## config.mk

```make
export PLATFORM = sky130hd
export DESIGN_NAME = vrf_dispatch
export DESIGN_NICKNAME = d
export VERILOG_FILES = /design/src/rtl/vrf_cfg_pkg.sv /design/src/rtl/vrf_msg_pkg.sv /design/src/rtl/vrf_dispatch.sv
export SDC_FILE = /design/constraint.sdc
export NUM_CORES = 1
export LEC_CHECK = 0
export BUFFER_PORTS_ARGS = -buffer_cell sky130_fd_sc_hd__buf_2
export CORE_AREA = 5 5 249 251
export DETAILED_ROUTE_END_ITERATION = 6
export DIE_AREA = 0 0 254 256
export PLACE_DENSITY_LB_ADDON = 0.15
export SYNTH_ARGS = -nofsm -noshare
export SYNTH_HDL_FRONTEND = slang
export SYNTH_SLANG_ARGS = --single-unit
```

## constraint.sdc

```tcl
create_clock -name clk -period 2.93 [get_ports clk]
set_input_delay 0.293 -clock clk [delete_from_list [all_inputs] [get_ports clk]]
set_output_delay 0.293 -clock clk [all_outputs]
set_load 0.1 [all_outputs]
```

## src/rtl/vrf_cfg_pkg.sv

```systemverilog
package vrf_cfg_pkg;

  // default geometry, the top level hands these down as module parameters
  parameter int VLEN_DEF       = 128;  // bits per vector register
  parameter int DATA_WIDTH_DEF = 32;   // bits per storage beat
  parameter int ADDR_WIDTH_DEF = 5;    // 32 vector registers
  parameter int PORTS_DEF      = 3;    // sequencers and storage ports

  // request tag, echoed back on the response
  parameter int TAG_WIDTH = 4;

  // field widths of the message structs
  // these follow the defaults, not the per-instance parameters
  parameter int MASK_WIDTH = VLEN_DEF / 8;  // one enable per byte of a vector
  parameter int BEATS_DEF  = VLEN_DEF / DATA_WIDTH_DEF;
  parameter int BIDX_WIDTH = (BEATS_DEF > 1) ? $clog2(BEATS_DEF) : 1;
  parameter int STRB_WIDTH = DATA_WIDTH_DEF / 8;  // one enable per byte of a beat

endpackage

```

## src/rtl/vrf_msg_pkg.sv

```systemverilog
package vrf_msg_pkg;

  typedef enum logic {
    VRF_RD = 1'b0,
    VRF_WR = 1'b1
  } vrf_op_e;

  // whole-vector request from the requester
  typedef struct packed {
    vrf_op_e                                 op;
    logic [vrf_cfg_pkg::TAG_WIDTH-1:0]       tag;
    logic [vrf_cfg_pkg::ADDR_WIDTH_DEF-1:0]  vreg;
    logic [vrf_cfg_pkg::MASK_WIDTH-1:0]      mask;   // byte enables, writes only
    logic [vrf_cfg_pkg::VLEN_DEF-1:0]        wdata;
  } vrf_req_t;

  // one response per request
  typedef struct packed {
    vrf_op_e                            op;
    logic [vrf_cfg_pkg::TAG_WIDTH-1:0]  tag;
    logic [vrf_cfg_pkg::VLEN_DEF-1:0]   rdata;  // zero for writes
  } vrf_rsp_t;

  // one beat from a sequencer to its storage port
  typedef struct packed {
    logic                                    en;
    logic                                    we;
    logic [vrf_cfg_pkg::ADDR_WIDTH_DEF-1:0]  vreg;
    logic [vrf_cfg_pkg::BIDX_WIDTH-1:0]      idx;   // which word of the vector
    logic [vrf_cfg_pkg::STRB_WIDTH-1:0]      strb;
    logic [vrf_cfg_pkg::DATA_WIDTH_DEF-1:0]  data;
  } vrf_beat_t;

endpackage

```

## src/rtl/vrf_dispatch.sv

```systemverilog
`timescale 1ns/10ps

module vrf_dispatch #(
  parameter int ADDR_WIDTH = vrf_cfg_pkg::ADDR_WIDTH_DEF,
  parameter int PORTS      = vrf_cfg_pkg::PORTS_DEF
) (
  input  logic                   clk,
  input  logic                   rst,
  input  vrf_msg_pkg::vrf_req_t  req,
  input  logic                   req_valid,
  output logic                   req_ready,
  output vrf_msg_pkg::vrf_req_t  slot_req [PORTS],
  output logic [PORTS-1:0]       slot_valid,
  input  logic [PORTS-1:0]       slot_ready,
  input  logic [PORTS-1:0]       busy,
  input  logic [ADDR_WIDTH-1:0]  busy_vreg [PORTS]
);

  localparam int PTR_W = (PORTS > 1) ? $clog2(PORTS) : 1;

  logic             armed;       // holds req_ready low for the first cycle out of reset
  logic [PTR_W-1:0] last_grant;
  logic [PTR_W-1:0] grant;
  logic             any_idle;
  logic             hit;         // some busy lane owns the requested register

  // first idle lane after the last one granted
  always_comb begin
    int cand;
    grant    = last_grant;
    any_idle = 1'b0;
    for (int k = 1; k <= PORTS; k++) begin
      cand = (int'(last_grant) + k) % PORTS;
      if (!any_idle && slot_ready[cand]) begin
        any_idle = 1'b1;
        grant    = PTR_W'(cand);
      end
    end
  end

  // scoreboard: one operation per register at a time
  always_comb begin
    hit = 1'b0;
    for (int i = 0; i < PORTS; i++) begin
      if (busy[i] && (busy_vreg[i] == req.vreg[ADDR_WIDTH-1:0])) begin
        hit = 1'b1;
      end
    end
  end

  assign req_ready = armed && any_idle && !hit;

  genvar i;
  generate
    for (i = 0; i < PORTS; i++) begin : g_slot
      assign slot_req[i]   = req;  // payload fans out, valid picks the lane
      assign slot_valid[i] = req_valid && req_ready && (grant == PTR_W'(i));
    end
  endgenerate

  always_ff @(posedge clk or negedge rst) begin
    if (!rst) begin
      armed      <= 1'b0;
      last_grant <= PTR_W'(PORTS - 1);  // so lane 0 goes first
    end else begin
      armed <= 1'b1;
      if (req_valid && req_ready) begin
        last_grant <= grant;
      end
    end
  end

endmodule

```

# After elaboration in Yosys (flattened, before gate mapping)
# Index checks and enable logic that the tools add are counted.
[word_totals]
in_bits = 178
output_inout_bits = 466
elab_cells = 49
regBits = 3
[op_classes]
n_reduce_logical = 15
n_eq_ne = 5
n_lt_le_gt_ge = 3
div = 3
n_mux = 18
add_sub_neg = 3
[op_table]
columns = ["operator", "n"]
rows = [
  ["$lt A32 B4 Y1 const B", 3],
  ["$mod A32 B3 Y32 const B", 3],
  ["$eq A5 B5 Y1", 3],
  ["$mux W1", 12],
  ["$logic_and A1 B1 Y1", 11],
  ["$add A2 B2 Y3 const B", 2],
  ["$bmux W1 S2", 3],
  ["$mux W2", 3],
  ["$add A2 B1 Y3 const B", 1],
  ["$logic_not A1 Y1", 3],
  ["$eq A2 B1 Y1 const B", 1],
  ["$eq A2 B2 Y1 const B", 1],
  ["$logic_not A2 Y1", 1],
]

# Longest topological paths before layout
# Gate-level depths: netlist (run 1).
[depth]
depth_word = 16
ltp_mapped = 8

# Worst setup path after synthesis (run 1)
# Ideal clock, no wire load.
[synth_path]
path_kind = "register to output"
from = "register last_grant[1]"
to = "output slot_valid[0]"
n_path_buf = 1
t_required_ns = 2.637
slack_ns = -1.347
arrival_time_ns = 3.984
stages_incl_launch_ff = 8
cell_sequence = "dfstp_2 -> ha_1 -> buf_4 -> mux2i_1 -> o22ai_2 -> nor3b_2 -> or4_4 -> nor3b_1"
[synth_between]
elab_chain_len = 16
[synth_lines]
columns = ["item", "line_no", "text"]
rows = [
  ["from (decl)", "vrf_dispatch.sv:22", "logic [PTR_W-1:0] last_grant;"],
  ["from (signal assigned)", "vrf_dispatch.sv:64", "last_grant <= PTR_W'(PORTS - 1);"],
  ["from (signal assigned)", "vrf_dispatch.sv:68", "last_grant <= grant;"],
  ["$add A2 B1 Y3", "vrf_dispatch.sv:33", "cand = (int'(last_grant) + k) % PORTS;"],
  ["$mod A32 B3 Y32", "vrf_dispatch.sv:33", ""],
  ["$bmux W1 S2", "vrf_dispatch.sv:34", "if (!any_idle && slot_ready[cand]) begin"],
  ["$mux W1 (not written as such) (2 in a row)", "vrf_dispatch.sv:34", ""],
  ["$mux W1", "vrf_dispatch.sv:34", ""],
  ["$logic_not A1 Y1", "vrf_dispatch.sv:34", ""],
  ["$logic_and A1 B1 Y1", "vrf_dispatch.sv:34", ""],
  ["$mux W1", "vrf_dispatch.sv:34", ""],
  ["$logic_not A1 Y1", "vrf_dispatch.sv:34", ""],
  ["$logic_and A1 B1 Y1", "vrf_dispatch.sv:34", ""],
  ["$mux W1", "vrf_dispatch.sv:34", ""],
  ["$logic_and A1 B1 Y1 (2 in a row)", "vrf_dispatch.sv:51", "assign req_ready = armed && any_idle && !hit;"],
  ["$logic_and A1 B1 Y1", "vrf_dispatch.sv:57", "assign slot_valid[i] = req_valid && req_ready && (grant == PTR_W'(i));"],
  ["$logic_and A1 B1 Y1 (*)", "vrf_dispatch.sv:57", ""],
  ["to (decl)", "vrf_dispatch.sv:13", "output logic [PORTS-1:0] slot_valid,"],
]
# Mark *: on every way between the ends. The rest lies on a longest branch, timed or not. The select of a mux whose other input is x is not followed.

# Worst setup path after layout (run 1)
# Same ends and word-level chain as after synthesis.

==> results of run 1 <==
[metrics by stage]
step	setup TNS (ns)	total power, mW
2_1_floorplan	-0.680	3.51
3_3_place_gp	0	0.809
3_5_place_dp	0	0.788
4_1_cts	0	1.02
5_1_grt	-0.00333	1.11
6_report	0	1.05
[per-layer routing]
metal  track usage (%)  vias up  wire, um
met3              2.78      134      2460
met2              2.25      284      2650
met1              1.16      381      1570
li1                  -      349         -
met4              4.12        0      1710
met5             0.602        -         0
[worst paths after layout]
kind / end / from
hold reg to reg: last_grant[1]$_DFFE_PN1P_ / last_grant[1]$_DFFE_PN1P_
setup / recovery: slot_valid[0] / last_grant[1]$_DFFE_PN1P_
max in group asynchronous: last_grant[1]$_DFFE_PN1P_ / rst
min in group clk: last_grant[1]$_DFFE_PN1P_ / req_valid
hold / removal: armed$_DFF_PN0_ / rst
setup reg to reg: last_grant[0]$_DFFE_PN0P_ / last_grant[1]$_DFFE_PN1P_
[sequential cells by signal (all words and copies together), names as in the netlist]
signal and flops:
last_grant 2, armed 1
[kinds of logic (layout without fill, tap and decap cells)]
| logic type | after synthesis | count (layout) | share of synthesized area (%) |
|---|---|---|---|
| other | 1 | 1 | 0.0930 |
| xor gates and xnor gates | 15 | 15 | 3.26 |
| buffers and inverters | 467 | 58 | 86.6 |
| muxes | 4 | 4 | 1.02 |
| adders and majority gates | 3 | 3 | 0.931 |
| and+or+nand+nor | 22 | 22 | 3.29 |
| AOI/OAI and AO/OA | 14 | 14 | 2.92 |
| DFF | 3 | 3 | 1.89 |
[repair_timing]
item | CTS | global route
gates resized for setup | 0 | 3
hold buffers | 1 | 0
endpoints found under the hold margin | 2 | 0
endpoints found under the setup margin | 0 | 2
buffers inserted | 0 | 1
[worst reg2reg max path: stages (launching register included)]
cell and delay [ns]:
dfstp_2 0.55, ha_2 0.33, mux2i_1 0.19, o22ai_2 0.13, nor3b_2 0.38, nor4_1 0.09, buf_4 0.16, mux2_2 0.26
[power by group through the flow]
stage | sequential [mW] | clock (mW) | combinational, mW
final | 0.0732 | 0.220 | 0.754
after global routing | 0.0778 | 0.227 | 0.809
after CTS | 0.0747 | 0.224 | 0.718
after detailed placement | 0.0745 | 0 | 0.713
after global placement | 0.0742 | 0 | 0.735
after floorplan | 0.0693 | 0 | 3.44
[cell usage after synthesis (2+ instances only)]
cell | number | area (um2)
o22ai_2 | 2 | 25.0
buf_4 | 463 | 3480
nor4_1 | 3 | 18.8
nand4_1 | 3 | 18.8
ha_1 | 3 | 37.5
o21a_1 | 2 | 15.0
xnor2_1 | 15 | 131
inv_1 | 4 | 15.0
dfrtp_1 | 2 | 50.1
nor3_1 | 3 | 15.0
nand2_1 | 6 | 22.5
mux2i_1 | 3 | 30.0
[cell type report]
cell class              count  share of cell area [%]
well taps                 782                    50.3
repair buffers             50                    15.7
flip-flops and latches      3                    3.92
multi-input cells          59                    25.3
inverters                   4                   0.772
clock buffers               4                    4.05
==> flow_summary.ini, run 1 <==
[status]
result_of_the_run = completed

[setup_path]
crit_path_top_delay_cell = dfstp_2
cp_num_buf_inv = 1
timing.critical_path.cells = ha_2, mux2i_1, o22ai_2, nor3b_2, or4_4, nor3b_4, buf_12
startpoint_type = flip-flop
worstSetupEndpointType = output pin
r2r_cells = 7
worst_ep_arrival_time_ns = 2.50
critical_path_cell_count = 7
worstSetupPathType = flip-flop to output pin
critical-path-max-stage-delay_ns = 0.55
critical-path-top-delay-family = simple AND/OR/NAND/NOR gates
timing.reg2reg.setup_slack_ns = 0.71
critical_path.max_fanout = 7
critPathRequiredTime_ns = 2.64

[routing]
drt_first_iter_violations = 57
routed-via-count = 1148
number_of_detailed_route_iterations_in_the_first_pass = 3
ant_nets = 0
drcViolationCount = 0
routed_wirelength_um = 8400
avgViaCountPerCell = 1.27
wire_per_inst_um = 9.31

[power]
power_per_cell_area_mw_per_mm2 = 538
total_leakage_power_nw = 0.451
p_int_mw = 0.510
p_comb_share_pct = 72.0
clkPwrFrac_pct = 21.0
switching_power_mw = 0.537
vdd_drop_max_mv = 0.428
p_sw_share_pct = 51.3
seq_power_share_pct = 7.0

[placed_design]
placed_cells = 896
place_area_mm2 = 0.00184
gp_congestion = 0.596
place_hpwl_um = 7040
numPortBuffers = 47
dp_worst_setup_slack_ns = 0.296

[global_route]
globalRouteOverflowTotal = 0
global_route_wire_length_before_repair_um = 10500
pin_count_of_the_biggest_net_entering_global_routing = 8
gr-usage-all-layers_pct = 2.20
grt_antenna_before_repair = 0
grt_pass1_vias = 1361

[sta]
finalMaxSlewViolations = 0
timing.final.crit_period_ns = 2.80
finClkSkew_ns = 0.00382
layout_worst_path_cycle_share_pct = 95.4
hold_viol = 0
worst_hold_check_slack_ns = 0.402
timing.final.ws_setup_ns = 0.134
rsz0062_at_grt = true
setup_violations = 0
max_clock_freq_mhz = 358

[logic_synthesis]
ys_async_sr_fraction_pct = 100
synth_ff_type = dfrtp_1
post_synth_edffs = 0
synthDistinctLibCells = 32
synth.cell_area_mm2 = 0.00403
seq_total_area_yosys_pct = 1.89
syn_inst = 529
synth.yosys.warnings = 0
yosys_register_bits = 3
postSynthNetCount = 710
syn_area_per_cell_um2 = 7.62

[cells_and_area]
num_antenna_cells = 0
area_used_by_multi_input_combinational_logic_um2 = 492
p_r_area_growth_vs_syn_pct = -51.7
final_cell_mix = buf_2, xnor2_1, nand2_1
layout.cells.most_common = buf_2
post_layout_nonfiller_instances = 902
post_route_cells_drive_above_1_share_pct = 54.2
final_layout_fill_cell_count = 7145
layout.area.seq_um2 = 76.3
postLayoutCellArea_mm2 = 0.00195
layout.nets = 302
postLayoutCoreUtil_pct = 3.26

[floorplan]
die_h_um = 256
core-area_mm2 = 0.0597
floorplan.rows = 90
pin_count = 644
effective_utilization_at_floorplan_pct = 6.75
fp.dieW_um = 254
total_die_area_mm2 = 0.0650

[clocking]
cell_at_the_root_of_the_clock_tree = clkbuf_16
cts.sink_count = 3
cts_made_buffers = 3
clock_tree_from_tritoncts = done
clk_path_buf_depth = 2
clk_transition_reported_paths_ns = 0.03
cts-htree-levels = 1
clk_latency_ns = 0.22

[flow_run]
drv.max_cap_violation_count = 0

[hold_path]
worstHoldPathType = primary input to async pin
(Power assumes the default switching activity.)
==> run 2, diff against run 1 <==
==> constraint.sdc (replaced) <==
create_clock -name clk -period 2.93 [get_ports clk]
set_input_delay 0.586 -clock clk [delete_from_list [all_inputs] [get_ports clk]]
set_output_delay 0.586 -clock clk [all_outputs]
set_load 0.1 [all_outputs]
==> run 2 against run 1 <==
The run now ends with negative setup slack left. Cell area rose by 3.9%. Sequential share of layout area fell by 0.15 points. Die area did not move. Count of clock-buffer cells in the layout did not move. Maximum frequency fell by 6.5%. First-iteration DRC count fell by 51%. Global-route usage rose by 0.10 points.
==> flow_summary.ini, run 2 (synthesis results as in run 1) <==
[routing]
routed_wirelength_um = 8670
drcViolationCount = 0
drt_first_iter_violations = 28
ant_nets = 0
number_of_detailed_route_iterations_in_the_first_pass = 2
wire_per_inst_um = 9.58
routed-via-count = 1151
avgViaCountPerCell = 1.27

[sta]
hold_viol = 0
totalNegativeSetupSlack_ns = -0.0961
finClkSkew_ns = 0.00177
layout_worst_path_cycle_share_pct = 102
rsz0062_at_grt = true
max_clock_freq_mhz = 334
timing.final.crit_period_ns = 2.99
timing.final.ws_setup_ns = -0.0601
setup_violations = 2
finalMaxSlewViolations = 0

[setup_path]
cp_num_buf_inv = 1
startpoint_type = flip-flop
critical-path-top-delay-family = simple AND/OR/NAND/NOR gates
worstSetupPathType = flip-flop to output pin
worst_ep_arrival_time_ns = 2.40
crit_path_top_delay_cell = dfstp_2
critical_path.max_fanout = 5
critPathRequiredTime_ns = 2.34
timing.reg2reg.setup_slack_ns = 0.79
worstSetupEndpointType = output pin
critical-path-max-stage-delay_ns = 0.56
timing.critical_path.cells = ha_4, mux2i_1, o22ai_2, nor3b_2, or4_4, nor3b_4, buf_12

[cells_and_area]
layout.nets = 304
layout.area.seq_um2 = 76.3
post_route_cells_drive_above_1_share_pct = 60.7
layout.cells.most_common = buf_2
reg_top3 = last_grant: 2 flops, armed: 1 flops
final_layout_fill_cell_count = 7157
post_layout_nonfiller_instances = 905
postLayoutCoreUtil_pct = 3.39
area_used_by_multi_input_combinational_logic_um2 = 553
final_cell_mix = buf_2, xnor2_1, nand2_1
top_register = last_grant
p_r_area_growth_vs_syn_pct = -49.8
largest_register_ffs = 2

[power]
total_leakage_power_nw = 0.465
fin_total_pwr_mw = 1.18
vdd_drop_max_mv = 0.300
power_per_cell_area_mw_per_mm2 = 582

[floorplan]
fp.dieW_um = 254
floorplan.rows = 90
effective_utilization_at_floorplan_pct = 6.75
total_die_area_mm2 = 0.0650
die_h_um = 256
pin_count = 644
core-area_mm2 = 0.0597

[global_route]
global_route_wire_length_before_repair_um = 10900
grt_antenna_before_repair = 2
grt_pass1_vias = 1359
gr-usage-all-layers_pct = 2.30
globalRouteOverflowTotal = 0
pin_count_of_the_biggest_net_entering_global_routing = 8

[placed_design]
place_hpwl_um = 7290
placed_cells = 897
gp_congestion = 0.604
dp_worst_setup_slack_ns = 0.0558
numPortBuffers = 47

[clocking]
cts.sink_count = 3
cts-htree-levels = 1
clock_tree_from_tritoncts = done
cell_at_the_root_of_the_clock_tree = clkbuf_16
holdBufCountCts = 0
clk_latency_ns = 0.22
clk_path_buf_depth = 2
cts_made_buffers = 3
clk_transition_reported_paths_ns = 0.03

[hold_path]
worstHoldPathType = primary input to async pin

[status]
violations = negative setup slack
result_of_the_run = finished with violations

[flow_run]
drv.max_cap_violation_count = 0
==> run 2: cell count changes in the layout (fill, tap and decap cells not counted), sizes merged <==
| cell | before | now |
|---|---|---|
| dlygate4sd3 | 1 | 0 |
| diode | 0 | 1 |
| buf | 49 | 52 |
==> run 2: where the power goes <==
part	switching (mW)	total [mW]	internal, mW	leakage [nW]
clock	0.0345	0.214	0.179	0.0382
combinational	0.532	0.890	0.358	0.392
sequential	0.0131	0.0734	0.0603	0.0345
==> run 2: repair_timing <==
| action | CTS | global route |
|---|---|---|
| gates resized for setup | 7 | 2 |
| endpoints found under the hold margin | 0 | 0 |
| buffers inserted | 3 | 0 |
| pin swaps | 1 | 1 |
| endpoints found under the setup margin | 3 | 3 |
==> run 2: final timing paths <==
| kind | end | depth (start not counted) | startpoint |
|---|---|---|---|
| worst min-delay path | last_grant[0]$_DFFE_PN0P_ | 1 | rst |
| min in group clk | last_grant[1]$_DFFE_PN1P_ | 3 | last_grant[1]$_DFFE_PN1P_ |
| worst max-delay path | slot_valid[0] | 7 | last_grant[1]$_DFFE_PN1P_ |
| max in group asynchronous | last_grant[1]$_DFFE_PN1P_ | 1 | rst |
| worst max register to register | last_grant[0]$_DFFE_PN0P_ | 7 | last_grant[1]$_DFFE_PN1P_ |
| worst min register to register | last_grant[1]$_DFFE_PN1P_ | 3 | last_grant[1]$_DFFE_PN1P_ |
==> run 2: worst register-to-register path: cells and delay by family (launching register included) <==
kind	cells	cell delay [ns]
flops	1	0.56
mux	2	0.51
simple gates	2	0.32
fa+ha+maj	1	0.23
compound gates	1	0.23
buf+inv	1	0.16
==> run 2: through the flow <==
step | hold WS, ns | cell area (um2)
6_report | 0.157 | 2020
5_1_grt | 0.158 | 2020
4_1_cts | 0.158 | 2010
3_5_place_dp | 0.391 | 1870
3_3_place_gp | 0.391 | 1870
2_1_floorplan | 0.290 | 4080
==> run 2: area by class of cell <==
cell class                 instances  share of cell area (%)
tap                              782                    48.4
antenna                            1                   0.124
sequential                         3                    3.77
timing repair buffer              52                    15.7
clock buffer                       4                    3.90
inverter                           4                   0.743
multi-input combinational         59                    27.4
==> run 2: layer usage <==
layer,up-vias,part of all wire [%],global-route usage (%),wire (um)
met5,-,0.15,0,13
li1,355,-,-,-
met1,394,20,1.42,1730
met3,141,27,2.58,2330
met2,259,34,2.48,2940
met4,2,19,4.15,1650
==> run 3, diff against run 2 <==
Settings changed: CAP_MARGIN set to 20, SETUP_SLACK_MARGIN set to 0.02.
==> run 3 against run 2 <==
The run still ends with negative setup slack left. Sequential share of layout area about the same. Worst setup slack unchanged. Maximum frequency unchanged. Largest cell class unchanged. Clock power about the same. First-iteration DRC count unchanged. Cell count unchanged. Critical path depth unchanged. Core utilization about the same. Combinational power about the same. Power up 0.22%. Via count unchanged.
==> flow_summary.ini, run 3 (synthesis results as in run 1) <==
[routing]
routed_wirelength_um = 8670
drt_first_iter_violations = 28
ant_nets = 0
wire_per_inst_um = 9.58
avgViaCountPerCell = 1.27
drcViolationCount = 0
routed-via-count = 1151
number_of_detailed_route_iterations_in_the_first_pass = 2

[cells_and_area]
layout.cells.most_common = buf_2
reg_top3 = last_grant: 2 flops, armed: 1 flops
postLayoutCoreUtil_pct = 3.39
largest_register_ffs = 2
top_register = last_grant
postLayoutCellArea_mm2 = 0.00202
final_layout_fill_cell_count = 7157
p_r_area_growth_vs_syn_pct = -49.8
final_cell_mix = buf_2, xnor2_1, nand2_1
layout.nets = 304
post_layout_nonfiller_instances = 905
area_used_by_multi_input_combinational_logic_um2 = 553
post_route_cells_drive_above_1_share_pct = 60.7
layout.area.seq_um2 = 76.3

[global_route]
global_route_wire_length_before_repair_um = 10900
globalRouteOverflowTotal = 0
gr-usage-all-layers_pct = 2.30
pin_count_of_the_biggest_net_entering_global_routing = 8
grt_antenna_before_repair = 2
grt_pass1_vias = 1359

[placed_design]
dp_worst_setup_slack_ns = 0.0558
place_hpwl_um = 7290
placed_cells = 897
place_area_mm2 = 0.00187
gp_congestion = 0.604
numPortBuffers = 47

[sta]
max_clock_freq_mhz = 334
layout_worst_path_cycle_share_pct = 102
rsz0062_at_grt = true
hold_viol = 0
totalNegativeSetupSlack_ns = -0.0961
worst_hold_check_slack_ns = 0.157
finClkSkew_ns = 0.00177
finalMaxSlewViolations = 0
timing.final.ws_setup_ns = -0.0601
timing.final.crit_period_ns = 2.99
setup_violations = 2

[setup_path]
worstSetupPathType = flip-flop to output pin
crit-reg2reg-launch = last_grant[1]$_DFFE_PN1P_
critPathRequiredTime_ns = 2.34
timing.reg2reg.setup_slack_ns = 0.79
startpoint_type = flip-flop
worst_ep_arrival_time_ns = 2.40
reg2reg_to = last_grant[0]$_DFFE_PN0P_
critical_path.max_fanout = 5
r2r_cells = 7
worstSetupEndpointType = output pin
timing.critical_path.to = slot_valid[0]
source_of_the_critical_timing_path = last_grant[1]$_DFFE_PN1P_

[power]
fin_total_pwr_mw = 1.18
vdd_drop_max_mv = 0.300
power_per_cell_area_mw_per_mm2 = 583
total_leakage_power_nw = 0.465

[floorplan]
total_die_area_mm2 = 0.0650
die_h_um = 256
floorplan.rows = 90
fp.dieW_um = 254
pin_count = 644
effective_utilization_at_floorplan_pct = 6.75
core-area_mm2 = 0.0597

[clocking]
cts-htree-levels = 1
clk_transition_reported_paths_ns = 0.03
cell_at_the_root_of_the_clock_tree = clkbuf_16
cts_made_buffers = 3
clk_latency_ns = 0.22
clock_tree_from_tritoncts = done
clk_path_buf_depth = 2
cts.sink_count = 3

[flow_run]
drv.max_cap_violation_count = 0

[status]
violations = negative setup slack
result_of_the_run = finished with violations

[hold_path]
worstHoldPathType = primary input to async pin
-- run 3: timing repair --
item / CTS / global route
cloned: 0 / 0
setup endpoints to repair: 4 / 4
hold buffers: 0 / 0
pin swaps: 1 / 1
buffers inserted: 3 / 0
gates resized for setup: 7 / 3
-- run 3: routing by layer --
| layer | part of all wire, % | GRT usage, % | routed length (um) | vias to the layer above |
|---|---|---|---|---|
| li1 | - | - | - | 355 |
| met1 | 20 | 1.42 | 1730 | 394 |
| met2 | 34 | 2.48 | 2940 | 259 |
| met3 | 27 | 2.58 | 2330 | 141 |
| met4 | 19 | 4.15 | 1650 | 2 |
| met5 | 0.15 | 0 | 13 | - |
-- run 3: worst min path at each step --
stage          cells past startpoint  from                         to
3_5_place_dp                       1   rst            armed$_DFF_PN0_
6_report                           1   rst  last_grant[0]$_DFFE_PN0P_
2_1_floorplan                      0   rst            armed$_DFF_PN0_
4_1_cts                            1   rst            armed$_DFF_PN0_
3_3_place_gp                       1   rst            armed$_DFF_PN0_
5_1_grt                            1   rst  last_grant[0]$_DFFE_PN0P_
-- run 3: layout make-up --
cell class                 count  area share [%]
sequential                     3            3.77
antenna                        1           0.124
clock buffer                   4            3.89
multi-input combinational     59            27.3
timing repair buffer          52            15.8
tap                          782            48.3
inverter                       4           0.742
-- run 3: worst max-delay path: stages (launching register included) --
cell and delay, ns:
dfstp_2 0.56, ha_4 0.23, mux2i_1 0.13, o22ai_2 0.23
nor3b_2 0.10, or4_4 0.48, nor3b_4 0.24, buf_12 0.20
-- run 3: power by group --
group / internal [mW] / switching [mW]
Clock: 0.179 / 0.0345
Combinational: 0.360 / 0.532
Sequential: 0.0603 / 0.0131
